--- config.mk ---
export PLATFORM = sky130hd
export DESIGN_NAME = rs_erasure_codec
export DESIGN_NICKNAME = d
export VERILOG_FILES = /design/src/source/gf_pkg.sv /design/src/source/fec_pkg.sv /design/src/source/gf_mat_vec_mul.sv /design/src/source/rs_decode.sv /design/src/source/rs_decode_h_select.sv /design/src/source/rs_encode.sv /design/src/source/rs_erasure_codec.sv
export SDC_FILE = /design/constraint.sdc
export NUM_CORES = 1
export LEC_CHECK = 0
export BUFFER_PORTS_ARGS = -buffer_cell sky130_fd_sc_hd__buf_2
export CORE_ASPECT_RATIO = 1.5
export CORE_MARGIN = 2
export CORE_UTILIZATION = 62
export CTS_BUF_LIST = sky130_fd_sc_hd__clkbuf_8
export CTS_CLUSTER_SIZE = 14
export DETAILED_ROUTE_END_ITERATION = 10
export PLACE_DENSITY_LB_ADDON = 0.08
export SLEW_MARGIN = 0
export SYNTH_ARGS = -nofsm -noshare
export SYNTH_HDL_FRONTEND = slang
export SYNTH_HIERARCHICAL = 1
export SYNTH_SLANG_ARGS = --single-unit
--- constraint.sdc ---
create_clock -name clk -period 7.8 [get_ports clk]
set_input_delay 1.17 -clock clk [delete_from_list [all_inputs] [get_ports clk]]
set_output_delay 1.17 -clock clk [all_outputs]
set_load 0.02 [all_outputs]
--- src/source/gf_pkg.sv ---
`default_nettype none

package gf_pkg;

    // ==================================================
    // GF(2^4) arithmetic, field polynomial x^4+x+1
    // ==================================================

    localparam int gf_m = 4;

    // Reduction term for x^4 (x+1)
    localparam logic [gf_m-1:0] gf_poly = 4'h3;

    typedef logic [gf_m-1:0] gf_sym_t;

    // Shift-and-add multiply with reduction on every shift
    function automatic gf_sym_t gf_mul(input gf_sym_t a, input gf_sym_t b);
        gf_sym_t acc;
        gf_sym_t sh;
        acc = '0;
        sh  = a;
        for (int i = 0; i < gf_m; i++) begin
            if (b[i]) begin
                acc = acc ^ sh;
            end
            sh = sh[gf_m-1] ? ((sh << 1) ^ gf_poly) : (sh << 1);
        end
        return acc;
    endfunction

    // Addition in characteristic 2
    function automatic gf_sym_t gf_add(input gf_sym_t a, input gf_sym_t b);
        return a ^ b;
    endfunction

endpackage

`default_nettype wire

--- src/source/fec_pkg.sv ---
`default_nettype none

package fec_pkg;

    import gf_pkg::*;

    // ==================================================
    // Code sizes and types
    // ==================================================

    localparam int rs_k  = 4;
    localparam int rs_n  = 6;
    localparam int rs_2t = 2;
    localparam int num_h = 15;

    typedef gf_sym_t [rs_k-1:0]           msg_t;
    // Message in symbols 0..3, parity in 4..5
    typedef gf_sym_t [rs_n-1:0]           cw_t;
    // Indexed as [row][col]
    typedef gf_sym_t [rs_k-1:0][rs_k-1:0] mat_t;
    typedef logic [3:0]                   h_idx_t;
    typedef logic [rs_n-1:0]              erase_vec_t;

    typedef struct packed {
        msg_t msg;
    } enc_in_t;

    typedef struct packed {
        cw_t cw;
    } enc_out_t;

    typedef struct packed {
        cw_t    cw;
        h_idx_t h_idx;
    } dec_in_t;

    typedef struct packed {
        msg_t surv;
        mat_t mat;
    } hsel_t;

    typedef struct packed {
        msg_t msg;
    } dec_out_t;

    // ==================================================
    // Code tables
    // ==================================================

    // Parity 4 is the plain sum, parity 5 weights symbol i by alpha^i
    localparam msg_t par_gen [rs_2t] = '{16'h1111, 16'h8421};

    // Erased pair per pattern, lexicographic order
    localparam erase_vec_t erase_lut [num_h] = '{
        6'b000011, 6'b000101, 6'b001001, 6'b010001, 6'b100001,
        6'b000110, 6'b001010, 6'b010010, 6'b100010,
        6'b001100, 6'b010100, 6'b100100,
        6'b011000, 6'b101000,
        6'b110000
    };

    // Inverse of the surviving generator rows
    // Row 3 first, each row written col 3 down to col 0
    localparam mat_t rec_mat [num_h] = '{
        {16'h0010, 16'h0001, 16'hEE73, 16'hEF62},  // (0,1)
        {16'h0010, 16'hBBCE, 16'h0001, 16'hBADF},  // (0,2)
        {16'h22A6, 16'h0010, 16'h0001, 16'h23B7},  // (0,3)
        {16'h0100, 16'h0010, 16'h0001, 16'h1842},  // (0,4)
        {16'h0100, 16'h0010, 16'h0001, 16'h1111},  // (0,5)
        {16'h0010, 16'h7E39, 16'h7F28, 16'h0001},  // (1,2)
        {16'hCBE7, 16'h0010, 16'hCAF6, 16'h0001},  // (1,3)
        {16'h0100, 16'h0010, 16'h9429, 16'h0001},  // (1,4)
        {16'h0100, 16'h0010, 16'h1111, 16'h0001},  // (1,5)
        {16'hAE94, 16'hAF85, 16'h0010, 16'h0001},  // (2,3)
        {16'h0100, 16'hD29D, 16'h0010, 16'h0001},  // (2,4)
        {16'h0100, 16'h1111, 16'h0010, 16'h0001},  // (2,5)
        {16'hF9DF, 16'h0100, 16'h0010, 16'h0001},  // (3,4)
        {16'h1111, 16'h0100, 16'h0010, 16'h0001},  // (3,5)
        {16'h1000, 16'h0100, 16'h0010, 16'h0001}   // (4,5) parity lost only
    };

endpackage

`default_nettype wire

--- src/source/gf_mat_vec_mul.sv ---
`timescale 1ns/1ps
`default_nettype none

module gf_mat_vec_mul (
    input  wire fec_pkg::mat_t mat,
    input  wire fec_pkg::msg_t vec,
    output fec_pkg::msg_t      prod
);

    import gf_pkg::*;
    import fec_pkg::*;

    // Row-by-vector dot products over the field
    always_comb begin
        gf_sym_t acc;
        for (int r = 0; r < rs_k; r++) begin
            acc = '0;
            for (int c = 0; c < rs_k; c++) begin
                acc = gf_add(acc, gf_mul(mat[r][c], vec[c]));
            end
            prod[r] = acc;
        end
    end

endmodule

`default_nettype wire

--- src/source/rs_decode.sv ---
`timescale 1ns/1ps
`default_nettype none

module rs_decode (
    input  wire                 clk,
    input  wire                 arst_n,
    input  wire fec_pkg::hsel_t in_data,
    input  wire                 in_valid,
    output logic                in_ready,
    output fec_pkg::dec_out_t   out_data,
    output logic                out_valid,
    input  wire                 out_ready
);

    import fec_pkg::*;

    msg_t msg_rec;

    // ==================================================
    // Message recovery
    // ==================================================

    // Recovery matrix times survivors gives the message back
    gf_mat_vec_mul u_rec_mul (
        .mat  (in_data.mat),
        .vec  (in_data.surv),
        .prod (msg_rec)
    );

    // ==================================================
    // Output register
    // ==================================================

    assign in_ready = !out_valid || out_ready;

    always_ff @(posedge clk or negedge arst_n) begin
        if (!arst_n) begin
            out_valid <= 1'b0;
        end else if (in_ready) begin
            out_valid <= in_valid;
        end
    end

    // Payload only, held while stalled
    always_ff @(posedge clk) begin
        if (in_valid && in_ready) begin
            out_data.msg <= msg_rec;
        end
    end

endmodule

`default_nettype wire

--- src/source/rs_decode_h_select.sv ---
`timescale 1ns/1ps
`default_nettype none

module rs_decode_h_select (
    input  wire                   clk,
    input  wire                   arst_n,
    input  wire fec_pkg::dec_in_t in_data,
    input  wire                   in_valid,
    output logic                  in_ready,
    output fec_pkg::hsel_t        out_data,
    output logic                  out_valid,
    input  wire                   out_ready
);

    import fec_pkg::*;

    erase_vec_t erase_vec;
    msg_t       surv;
    mat_t       mat_sel;

    // ==================================================
    // Survivor compaction
    // ==================================================

    assign erase_vec = erase_lut[in_data.h_idx];
    assign mat_sel   = rec_mat[in_data.h_idx];

    // Non-erased symbols packed down in ascending position order
    always_comb begin
        int k;
        surv = '0;
        k    = 0;
        for (int i = 0; i < rs_n; i++) begin
            if (!erase_vec[i] && (k < rs_k)) begin
                surv[k] = in_data.cw[i];
                k++;
            end
        end
    end

    // ==================================================
    // Output register
    // ==================================================

    // Free slot, or the held item leaves this cycle
    assign in_ready = !out_valid || out_ready;

    always_ff @(posedge clk or negedge arst_n) begin
        if (!arst_n) begin
            out_valid <= 1'b0;
        end else if (in_ready) begin
            out_valid <= in_valid;
        end
    end

    always_ff @(posedge clk) begin
        if (in_valid && in_ready) begin
            out_data.surv <= surv;
            out_data.mat  <= mat_sel;
        end
    end

endmodule

`default_nettype wire

--- src/source/rs_encode.sv ---
`timescale 1ns/1ps
`default_nettype none

module rs_encode (
    input  wire                   clk,
    input  wire                   arst_n,
    input  wire fec_pkg::enc_in_t in_data,
    input  wire                   in_valid,
    output logic                  in_ready,
    output fec_pkg::enc_out_t     out_data,
    output logic                  out_valid,
    input  wire                   out_ready
);

    import fec_pkg::*;

    mat_t par_mat;
    msg_t par_prod;
    cw_t  cw_next;

    // ==================================================
    // Parity product
    // ==================================================

    // Generator rows in the low rows, upper rows zero
    always_comb begin
        par_mat = '0;
        for (int j = 0; j < rs_2t; j++) begin
            par_mat[j] = par_gen[j];
        end
    end

    gf_mat_vec_mul u_par_mul (
        .mat  (par_mat),
        .vec  (in_data.msg),
        .prod (par_prod)
    );

    assign cw_next = {par_prod[rs_2t-1:0], in_data.msg};

    // ==================================================
    // Output register
    // ==================================================

    assign in_ready = !out_valid || out_ready;

    always_ff @(posedge clk or negedge arst_n) begin
        if (!arst_n) begin
            out_valid <= 1'b0;
        end else if (in_ready) begin
            out_valid <= in_valid;
        end
    end

    always_ff @(posedge clk) begin
        if (in_valid && in_ready) begin
            out_data.cw <= cw_next;
        end
    end

endmodule

`default_nettype wire

--- src/source/rs_erasure_codec.sv ---
`timescale 1ns/1ps
`default_nettype none

module rs_erasure_codec (
    input  wire                    clk,
    input  wire                    arst_n,

    input  wire fec_pkg::enc_in_t  enc_in,
    input  wire                    enc_in_valid,
    output logic                   enc_in_ready,
    output fec_pkg::enc_out_t      enc_out,
    output logic                   enc_out_valid,
    input  wire                    enc_out_ready,

    input  wire fec_pkg::dec_in_t  dec_in,
    input  wire                    dec_in_valid,
    output logic                   dec_in_ready,
    output fec_pkg::dec_out_t      dec_out,
    output logic                   dec_out_valid,
    input  wire                    dec_out_ready
);

    import fec_pkg::*;

    hsel_t hsel_data;
    logic  hsel_valid;
    logic  hsel_ready;

    // ==================================================
    // Encode path
    // ==================================================

    rs_encode u_encode (
        .clk       (clk),
        .arst_n    (arst_n),
        .in_data   (enc_in),
        .in_valid  (enc_in_valid),
        .in_ready  (enc_in_ready),
        .out_data  (enc_out),
        .out_valid (enc_out_valid),
        .out_ready (enc_out_ready)
    );

    // ==================================================
    // Decode path, two stages
    // ==================================================

    rs_decode_h_select u_h_select (
        .clk       (clk),
        .arst_n    (arst_n),
        .in_data   (dec_in),
        .in_valid  (dec_in_valid),
        .in_ready  (dec_in_ready),
        .out_data  (hsel_data),
        .out_valid (hsel_valid),
        .out_ready (hsel_ready)
    );

    rs_decode u_decode (
        .clk       (clk),
        .arst_n    (arst_n),
        .in_data   (hsel_data),
        .in_valid  (hsel_valid),
        .in_ready  (hsel_ready),
        .out_data  (dec_out),
        .out_valid (dec_out_valid),
        .out_ready (dec_out_ready)
    );

endmodule

`default_nettype wire

==> results, run 1 <==
- The port buffer count is 93.
- With fillers left out, the area of the finished cells amounts to 12280 sq um.
- The launching element type of the critical path is an input port.
- Data arrives at the worst endpoint at 5.17 ns.
- The total count of max-transition violations in the final report is 0.
- The relative area change from synthesis to final layout is 5.043%.
- The total congestion overflow after global routing is 0.
- The number of nets in the layout is 1540.
- The overall via count from detail_route is 9459.
- The power density relative to cell area is 211.4 nW/um^2.
- The routability-driven placement congestion ratio is 1.010.
- Once placement finished, the instance area stood at 12070 sq um.
- For the pin with the worst max-slew slack, the measured transition is 0.9661 ns.
- Buffers added to address setup during post-CTS repair amount to 0.
- Entering global routing, the biggest net connects 65 pins.
- The cell count after synthesis is 1408.
- The number of global-route vias before repair was 8972.
- For this design the total switching power over the nets is 1.038 mW.
- The mean number of vias per cell is 5.455.
- The post-route total power is 2.595 mW.
- Setup repair after global routing left no endpoint under its margin.
- Setup violations remaining at the end of the flow were counted as 0.
- The sink count of the clock tree is 107.
- The first global-routing pass estimated 46.35 mm of wire.
- After floorplanning, the core was divided into 61 placement rows.
- The leakage power of the design is 4.843 nW.
- In this run, the number of DRC markers left after iteration 0 of detailed routing was 699.
- The I/O pin count is 94.
- The total CTS buffers is 9.
- In the final layout, the share of cells above drive strength 1 is 10.80%.
- The destination of the worst register-to-register timing path is u_decode/out_data[5].
- Before CTS, the worst setup slack after placement is 2.435 ns.
- The most critical setup path has its endpoint at u_h_select/out_data[77].
- The worst setup path is captured at a flip-flop.
- The repair_antennas step left the layout with diodes totalling 0.
- Setup slack on the critical path of the routed design comes to 2.784 ns.
- The total half-perimeter wirelength after legalization and detailed placement is 22.64 mm.
- The startpoint-to-endpoint class of the critical path is in -> reg.
- The insertion delay to the later sink of the worst-skew pair is 0.40 ns.
- The worst clock skew on the final layout is 0.01470 ns.
- The total area inside the core boundary comes to 18550 sq um.
- The die is 172.1 um tall.
- The classification of the worst-slack hold path is reg -> reg.
- The net switching share of the total power is 39.98%.
- The share of total power dissipated in the clock network is 14.5%.
- The starting density of the core is 63.01%.
- Global routing used 30.33% of the available tracks.
- Max-cap violations in this run came to 0.
- The internal power of the cells totals 1.558 mW.
- The cell area after synthesis is 11690 sq um.
- Measured along the x axis, the die boundary spans 116.1 um.
- The aggregate routed wire length is 30.07 mm.
- The hold violation total from the final report is 0.
- The CTS root buffer is sky130_fd_sc_hd__clkbuf_8.
- The floorplan step defined a die boundary enclosing 19990 sq um.
- Timing would allow up to 0.1993 GHz.
- The relative contribution of sequential cells to total power is 35.0%.
- In the final routed layout, each cell accounts on average for 17.34 um.
- The longest clock path from root to sink contains 2 buffers.
- After routing, the total negative slack on setup checks comes to 0 ns.
- In this run the remaining antenna-violating nets after routing total 0.
- Counting cells, the worst reg-to-reg path comes to 5.
- The post-cts sizing count is 0.
- The data required time at the worst endpoint is 7.96 ns.
- The worst register-to-register path begins at u_h_select/out_data[66].
- The worst register-to-register path has a setup slack of 5.42 ns.
- The number of antenna violations at the first check in global routing came to 0.
- Of the available clock period, the critical path in the final layout requires 64.31%.
- The hold buffer count at CTS is 0.
- The total iterations of the first detailed-routing run is 5.
- Measured against its own limit, the worst slew margin works out to 35.59%.
- The peak ir drop on the vdd network is 0.1229 mV.
- The clock transition time at the flip-flop clock pins of the worst setup and hold paths is 0.11 ns.
- Of all nets on the critical path, the largest fanout is 12.
- In this run, the combinational gates consume 50.5% of the power.
- A synthesized cell averages 8.300 sq um.
- The post-detailed-route DRC marker count is 0.
- The clock tree from TritonCTS is built.
- The flow ran to the end, and the final reports show no timing, DRC or antenna violations.
- The critical path starts at dec_in[1].
- The count of synthesis-stage warnings from yosys is 6.
- The shortest period the worst path allows is 5.016 ns.
- The H-tree depth reported by CTS is 3.
## worst max-delay path, stage by stage
cell and delay [ns]:
sky130_fd_sc_hd__buf_2 0.17, sky130_fd_sc_hd__inv_1 0.16, sky130_fd_sc_hd__ha_1 0.39, sky130_fd_sc_hd__nor2b_1 0.16
sky130_fd_sc_hd__or2_2 0.33, sky130_fd_sc_hd__ha_1 0.49, sky130_fd_sc_hd__inv_1 0.11, sky130_fd_sc_hd__a21oi_1 0.22
sky130_fd_sc_hd__o21a_1 0.24, sky130_fd_sc_hd__nor2_1 0.11, sky130_fd_sc_hd__ha_1 0.29, sky130_fd_sc_hd__inv_1 0.05
sky130_fd_sc_hd__o211a_1 0.12, sky130_fd_sc_hd__or3_4 0.39, sky130_fd_sc_hd__nor4_4 0.35, sky130_fd_sc_hd__mux2_2 0.38
## flip-flops by register name, summed over array words and instances (netlist names)
name,count
u_h_select/out_data,64
u_encode/out_data,24
u_decode/out_data,16
u_decode/out_valid,1
u_encode/out_valid,1
u_h_select/out_valid,1
## stage by stage
stage / util, % / hold WS (ns) / instances
2_1_floorplan: - / 0.4581 / 1502
3_3_place_gp: 65.06 / 0.4680 / 1718
3_5_place_dp: 65.06 / 0.4832 / 1718
4_1_cts: 66.19 / 0.5102 / 1734
5_1_grt: 66.19 / 0.5261 / 1734
6_report: 66.19 / 0.5050 / 1734
## layout by cell type (no fill, tap or decap), types with 4 or more instances in the layout
cell type	n
sky130_fd_sc_hd__a211oi_1	8
sky130_fd_sc_hd__a21oi_1	38
sky130_fd_sc_hd__a221oi_1	5
sky130_fd_sc_hd__a22oi_1	25
sky130_fd_sc_hd__a31oi_1	6
sky130_fd_sc_hd__a32oi_1	8
sky130_fd_sc_hd__and2_1	8
sky130_fd_sc_hd__buf_2	93
sky130_fd_sc_hd__buf_4	5
sky130_fd_sc_hd__clkbuf_8	9
sky130_fd_sc_hd__conb_1	96
sky130_fd_sc_hd__edfxtp_1	104
sky130_fd_sc_hd__ha_1	13
sky130_fd_sc_hd__inv_1	28
sky130_fd_sc_hd__mux2_2	21
sky130_fd_sc_hd__mux2i_1	27
sky130_fd_sc_hd__nand2_1	358
sky130_fd_sc_hd__nand2b_1	16
sky130_fd_sc_hd__nand3_1	18
sky130_fd_sc_hd__nor2_1	39
sky130_fd_sc_hd__nor2b_1	19
sky130_fd_sc_hd__nor3_1	14
sky130_fd_sc_hd__o211ai_1	9
sky130_fd_sc_hd__o21a_1	7
sky130_fd_sc_hd__o21ai_0	26
sky130_fd_sc_hd__o22a_1	6
sky130_fd_sc_hd__o22ai_1	9
sky130_fd_sc_hd__o31ai_1	6
sky130_fd_sc_hd__or2_2	4
sky130_fd_sc_hd__xnor2_1	293
sky130_fd_sc_hd__xor2_1	103
## area by class of cell
type	instances	area [sq um]
Multi-Input combinational cell	1231	7938
Sequential cell	107	3198
Tap cell	252	315.3
Timing Repair Buffer	98	503.0
Clock buffer	9	123.9
Fill cell	1646	6271
Inverter	30	112.6
Clock inverter	7	85.08
## power groups by stage
stage,Clock (mW),Sequential [mW],Combinational [mW]
2_1_floorplan,0,0.928,1.05
3_3_place_gp,0,0.920,1.26
3_5_place_dp,0,0.921,1.29
4_1_cts,0.384,0.908,1.29
5_1_grt,0.400,0.925,1.42
6_report,0.376,0.909,1.31
## worst min-delay path by stage
stage / start / to / slack (ns) / cells after the start
after floorplan: u_h_select/out_valid / u_decode/out_valid / 0.46 / 1
after global placement: u_h_select/out_valid / u_decode/out_valid / 0.47 / 1
after detailed placement: u_h_select/out_valid / u_decode/out_valid / 0.48 / 1
after CTS: u_h_select/out_valid / u_decode/out_valid / 0.51 / 1
after global routing: arst_n / u_decode/out_valid / 0.53 / 1
final: u_h_select/out_valid / u_decode/out_valid / 0.51 / 1
## per-layer routing
| metal | wire length (um) | GRT usage [%] | up-vias |
|---|---|---|---|
| met3 | 1234 | 3.750 | 100 |
| met5 | 0 | 0 | - |
| met1 | 10990 | 31.47 | 4431 |
| met2 | 16380 | 57.89 | 296 |
| met4 | 1471 | 16.72 | 0 |
| li1 | - | - | 4632 |
Note: power is estimated with default switching activity, not from simulation.
==> inputs of run 2 (changes only) <==
ABC_AREA = 1   (was default)
clock period = 5 ns   (was 7.8 ns; I/O delays follow)
==> results, run 2 <==
- The total CTS buffers came to 9 (unchanged).
- The I/O pin count is 94 (unchanged).
- The chip height is 185.1 um (+7.5%).
- The largest net degree at the start of global routing is 42 (-35%).
- The top cell types in the final layout, fill and taps aside, are sky130_fd_sc_hd__nand2_1 (1064), sky130_fd_sc_hd__inv_1 (293), sky130_fd_sc_hd__nand3_1 (192).
- The clock tree from TritonCTS is built.
- The length of routed met2 wiring is 18.23 mm (+11%).
- The port buffer count is 93 (unchanged).
- The critical-path maximum fanout is 10 (-2).
- The mean number of vias per cell came to 4.955 (-9.2%).
- The starting density of the core is 62.90% (-0.11 points).
- The final antenna-violating net count was 0 (unchanged).
- The hold violation total from the final report is 0 (unchanged).
- The worst slack after detailed placement came to 1.064 ns (-1.371 ns).
- The worst-case hold slack was 0.1238 ns (-0.3812 ns).
- The hold buffer count at CTS was 0 (unchanged).
- The core outline area is 21550 sq um (+16%).
- The most numerous cell type found on the critical path is sky130_fd_sc_hd__nand2_1.
- The post-route total power was 3.990 mW (+54%).
- The finished layout cell area came to 14610 sq um (+19%).
- The mean instance size in the synthesized netlist came to 6.001 sq um (-28%).
- The number of nets in the layout is 2516 (+63%).
- The maximum root-to-sink buffer count is 2 (unchanged).
- The max-capacitance violation count came to 0 (unchanged).
- The maximum cell stage delay along the critical path is 0.38 ns (-0.11 ns).
- The post-detailed-route DRC marker count was 0 (unchanged).
- The routability-driven placement congestion ratio is 0.9284 (-8.1%).
- The total congestion overflow after global routing is 0 (unchanged).
- The fill cell instance count of the final layout is 2012 (+22%).
- The number of buffers inserted to repair setup after CTS is 0 (unchanged).
- The first-pass GRT wire length was 56.92 mm (+23%).
- The total negative slack for setup checks is 0 ns (unchanged).
- By startpoint and endpoint, the worst setup path is classified as in -> reg.
- The met3 wirelength from detailed routing is 1.411 mm (+14%).
- The power density relative to cell area is 273.1 nW/um^2 (+29%).
- The cell area after synthesis is 13560 sq um (+16%).
- The die footprint was 23090 sq um (+16%).
- Dividing the final minimum period by the clock period gives 70.47%.
- The total count of max-transition violations in the final report came to 0 (unchanged).
- The number of placement rows was 66 (+8.2%).
- The relative max-transition margin is 23.59% (-12 points).
- The leading cell type in the layout, fill and taps excluded is sky130_fd_sc_hd__nand2_1.
- The average routed wire per standard cell came to 12.81 um (-26%).
- The number of global-route vias before repair is 12500 (+39%).
- The count of inserted antenna diode cells is 0 (unchanged).
- The H-tree depth reported by CTS is 3 (unchanged).
- The total half-perimeter wirelength after legalization and detailed placement is 27.85 mm (+23%).
- The maximum clock rate is 0.2838 GHz.
- The sink count of the clock tree is 107 (unchanged).
- The number of failing setup endpoints in the final timing report is 0 (unchanged).
- The overall via count from detail_route was 13530 (+43%).
- The clock transition time at the flip-flop clock pins of the worst setup and hold paths is 0.11 ns (about the same).
- The placement-stage cell area is 14410 sq um (+19%).
- The standard cell with the maximum stage delay on the critical path is sky130_fd_sc_hd__ha_1.
- The sort of element at the end of the critical path is a flip-flop.
- The count of synthesis-stage warnings from yosys came to 6 (unchanged).
- The root buffer cell chosen for the clock tree is sky130_fd_sc_hd__clkbuf_8.
- The transition at the pin with the smallest max-transition slack is 1.146 ns (+0.1800 ns).
- The leakage power of the design came to 8.273 nW (+71%).
- The setup slack on the worst flop-to-flop path was 2.68 ns (-2.74 ns).
- The relative area change from synthesis to final layout is 7.762%.
- The total iterations of the first detailed-routing run is 8 (+3).
- The aggregate routed wire length was 34.98 mm (+16%).
- The worst clock skew on the final layout is 0.02530 ns (+0.01061 ns).
- The cell count after synthesis was 2259 (+60%).
- The total global-route track usage came to 30.41% (+0.077 points).
- The DRC marker count from the first detailed-route iteration is 918 (+31%).
- The worst-case setup margin in the final layout is 1.476 ns (-1.307 ns).
- The worst setup path is launched from an input port.
- The count of non-filler cells in the finished layout was 2730 (+57%).
- The insertion delay to the later sink of the worst-skew pair came to 0.41 ns (about the same).
- The number of flip-flops in the largest register is 64 (unchanged).
- After detailed routing, no signal wire sits above met5.
- The shortest period the worst path allows is 3.524 ns.
- The flow ran to the end, and the final reports show no timing, DRC or antenna violations.
- The endpoint arrival time on the critical path came to 3.69 ns (-1.48 ns).
- The worst hold path belongs to the class in -> async.
- Setup repair after global routing left no endpoint under its margin.
- The data required time at the worst endpoint was 5.16 ns (-2.80 ns).
- The width of the die came to 124.7 um (+7.4%).
- Traced cell by cell, the critical path runs through buf_2, inv_1, ha_1, nand2_1, nand2_1, inv_1, ha_1, nand3_4, nand2_2, nand2_1, nand2_2, inv_2, ha_1, a22oi_1, nand3_2, inv_2, nand2_2, nand2_1, nand2_1.
- The peak ir drop on the vdd network is 0.1743 mV (+42%).
- The instance count after placement with tap cells included is 2714 (+58%).
- The total routed wire length on the met1 layer is 13.17 mm (+20%).
- The number of antenna violations at the first check in global routing is 2 (+2).
- The final core utilization is 67.78% (+1.6 points).
- The post-cts sizing count is 0 (unchanged).
- The register bank with the most flops is u_h_select/out_data.
- The largest registers in the layout are u_h_select/out_data x64, u_encode/out_data x24, u_decode/out_data x16.
- The ratio of cells with drive above 1 in the final layout is 7.404% (-3.4 points).
-- run 2: report_power, final --
| part | leakage [nW] | switching [mW] | internal (mW) |
|---|---|---|---|
| clock network | 0.104 | 0.352 | 0.237 |
| registers | 1.05 | 0.192 | 1.17 |
| logic | 7.12 | 1.29 | 0.750 |
| total | 8.27 | 1.84 | 2.15 |
-- run 2: worst paths after layout --
| path | start | endpoint | depth (start not counted) |
|---|---|---|---|
| min in group clk | u_decode/out_valid | u_decode/out_valid | 2 |
| worst min register to register | u_decode/out_valid | u_decode/out_valid | 2 |
| worst min-delay path | arst_n | u_decode/out_valid | 1 |
| worst max register to register | u_h_select/out_data[70] | u_decode/out_data[5] | 10 |
| worst max-delay path | dec_in[0] | u_h_select/out_data[66] | 19 |
| max in group asynchronous | arst_n | u_h_select/out_valid | 1 |
-- run 2: final cells by class --
class,count,area (sq um),area share (%)
tap,272,340.3,2.330
timing repair buffer,96,488.0,3.340
multi-input combinational,1929,9220,63.11
sequential,107,3198,21.89
clock buffer,9,123.9,0.8479
inverter,310,1164,7.965
clock inverter,7,75.07,0.5139
-- run 2: worst max-delay path: cells and delay by family --
family | cells | cell delay (ns)
AOI/OAI and AO/OA | 1 | 0.21
adders and majority gates | 3 | 0.86
buffers and inverters | 5 | 0.65
and+or+nand+nor | 10 | 1.20
-- run 2: metal layers --
layer / vias to the layer above / GRT usage [%]
met5: - / 0
met4: 4 / 17.84
met3: 123 / 3.235
met2: 358 / 58.75
met1: 5962 / 31.56
li1: 7080 / -
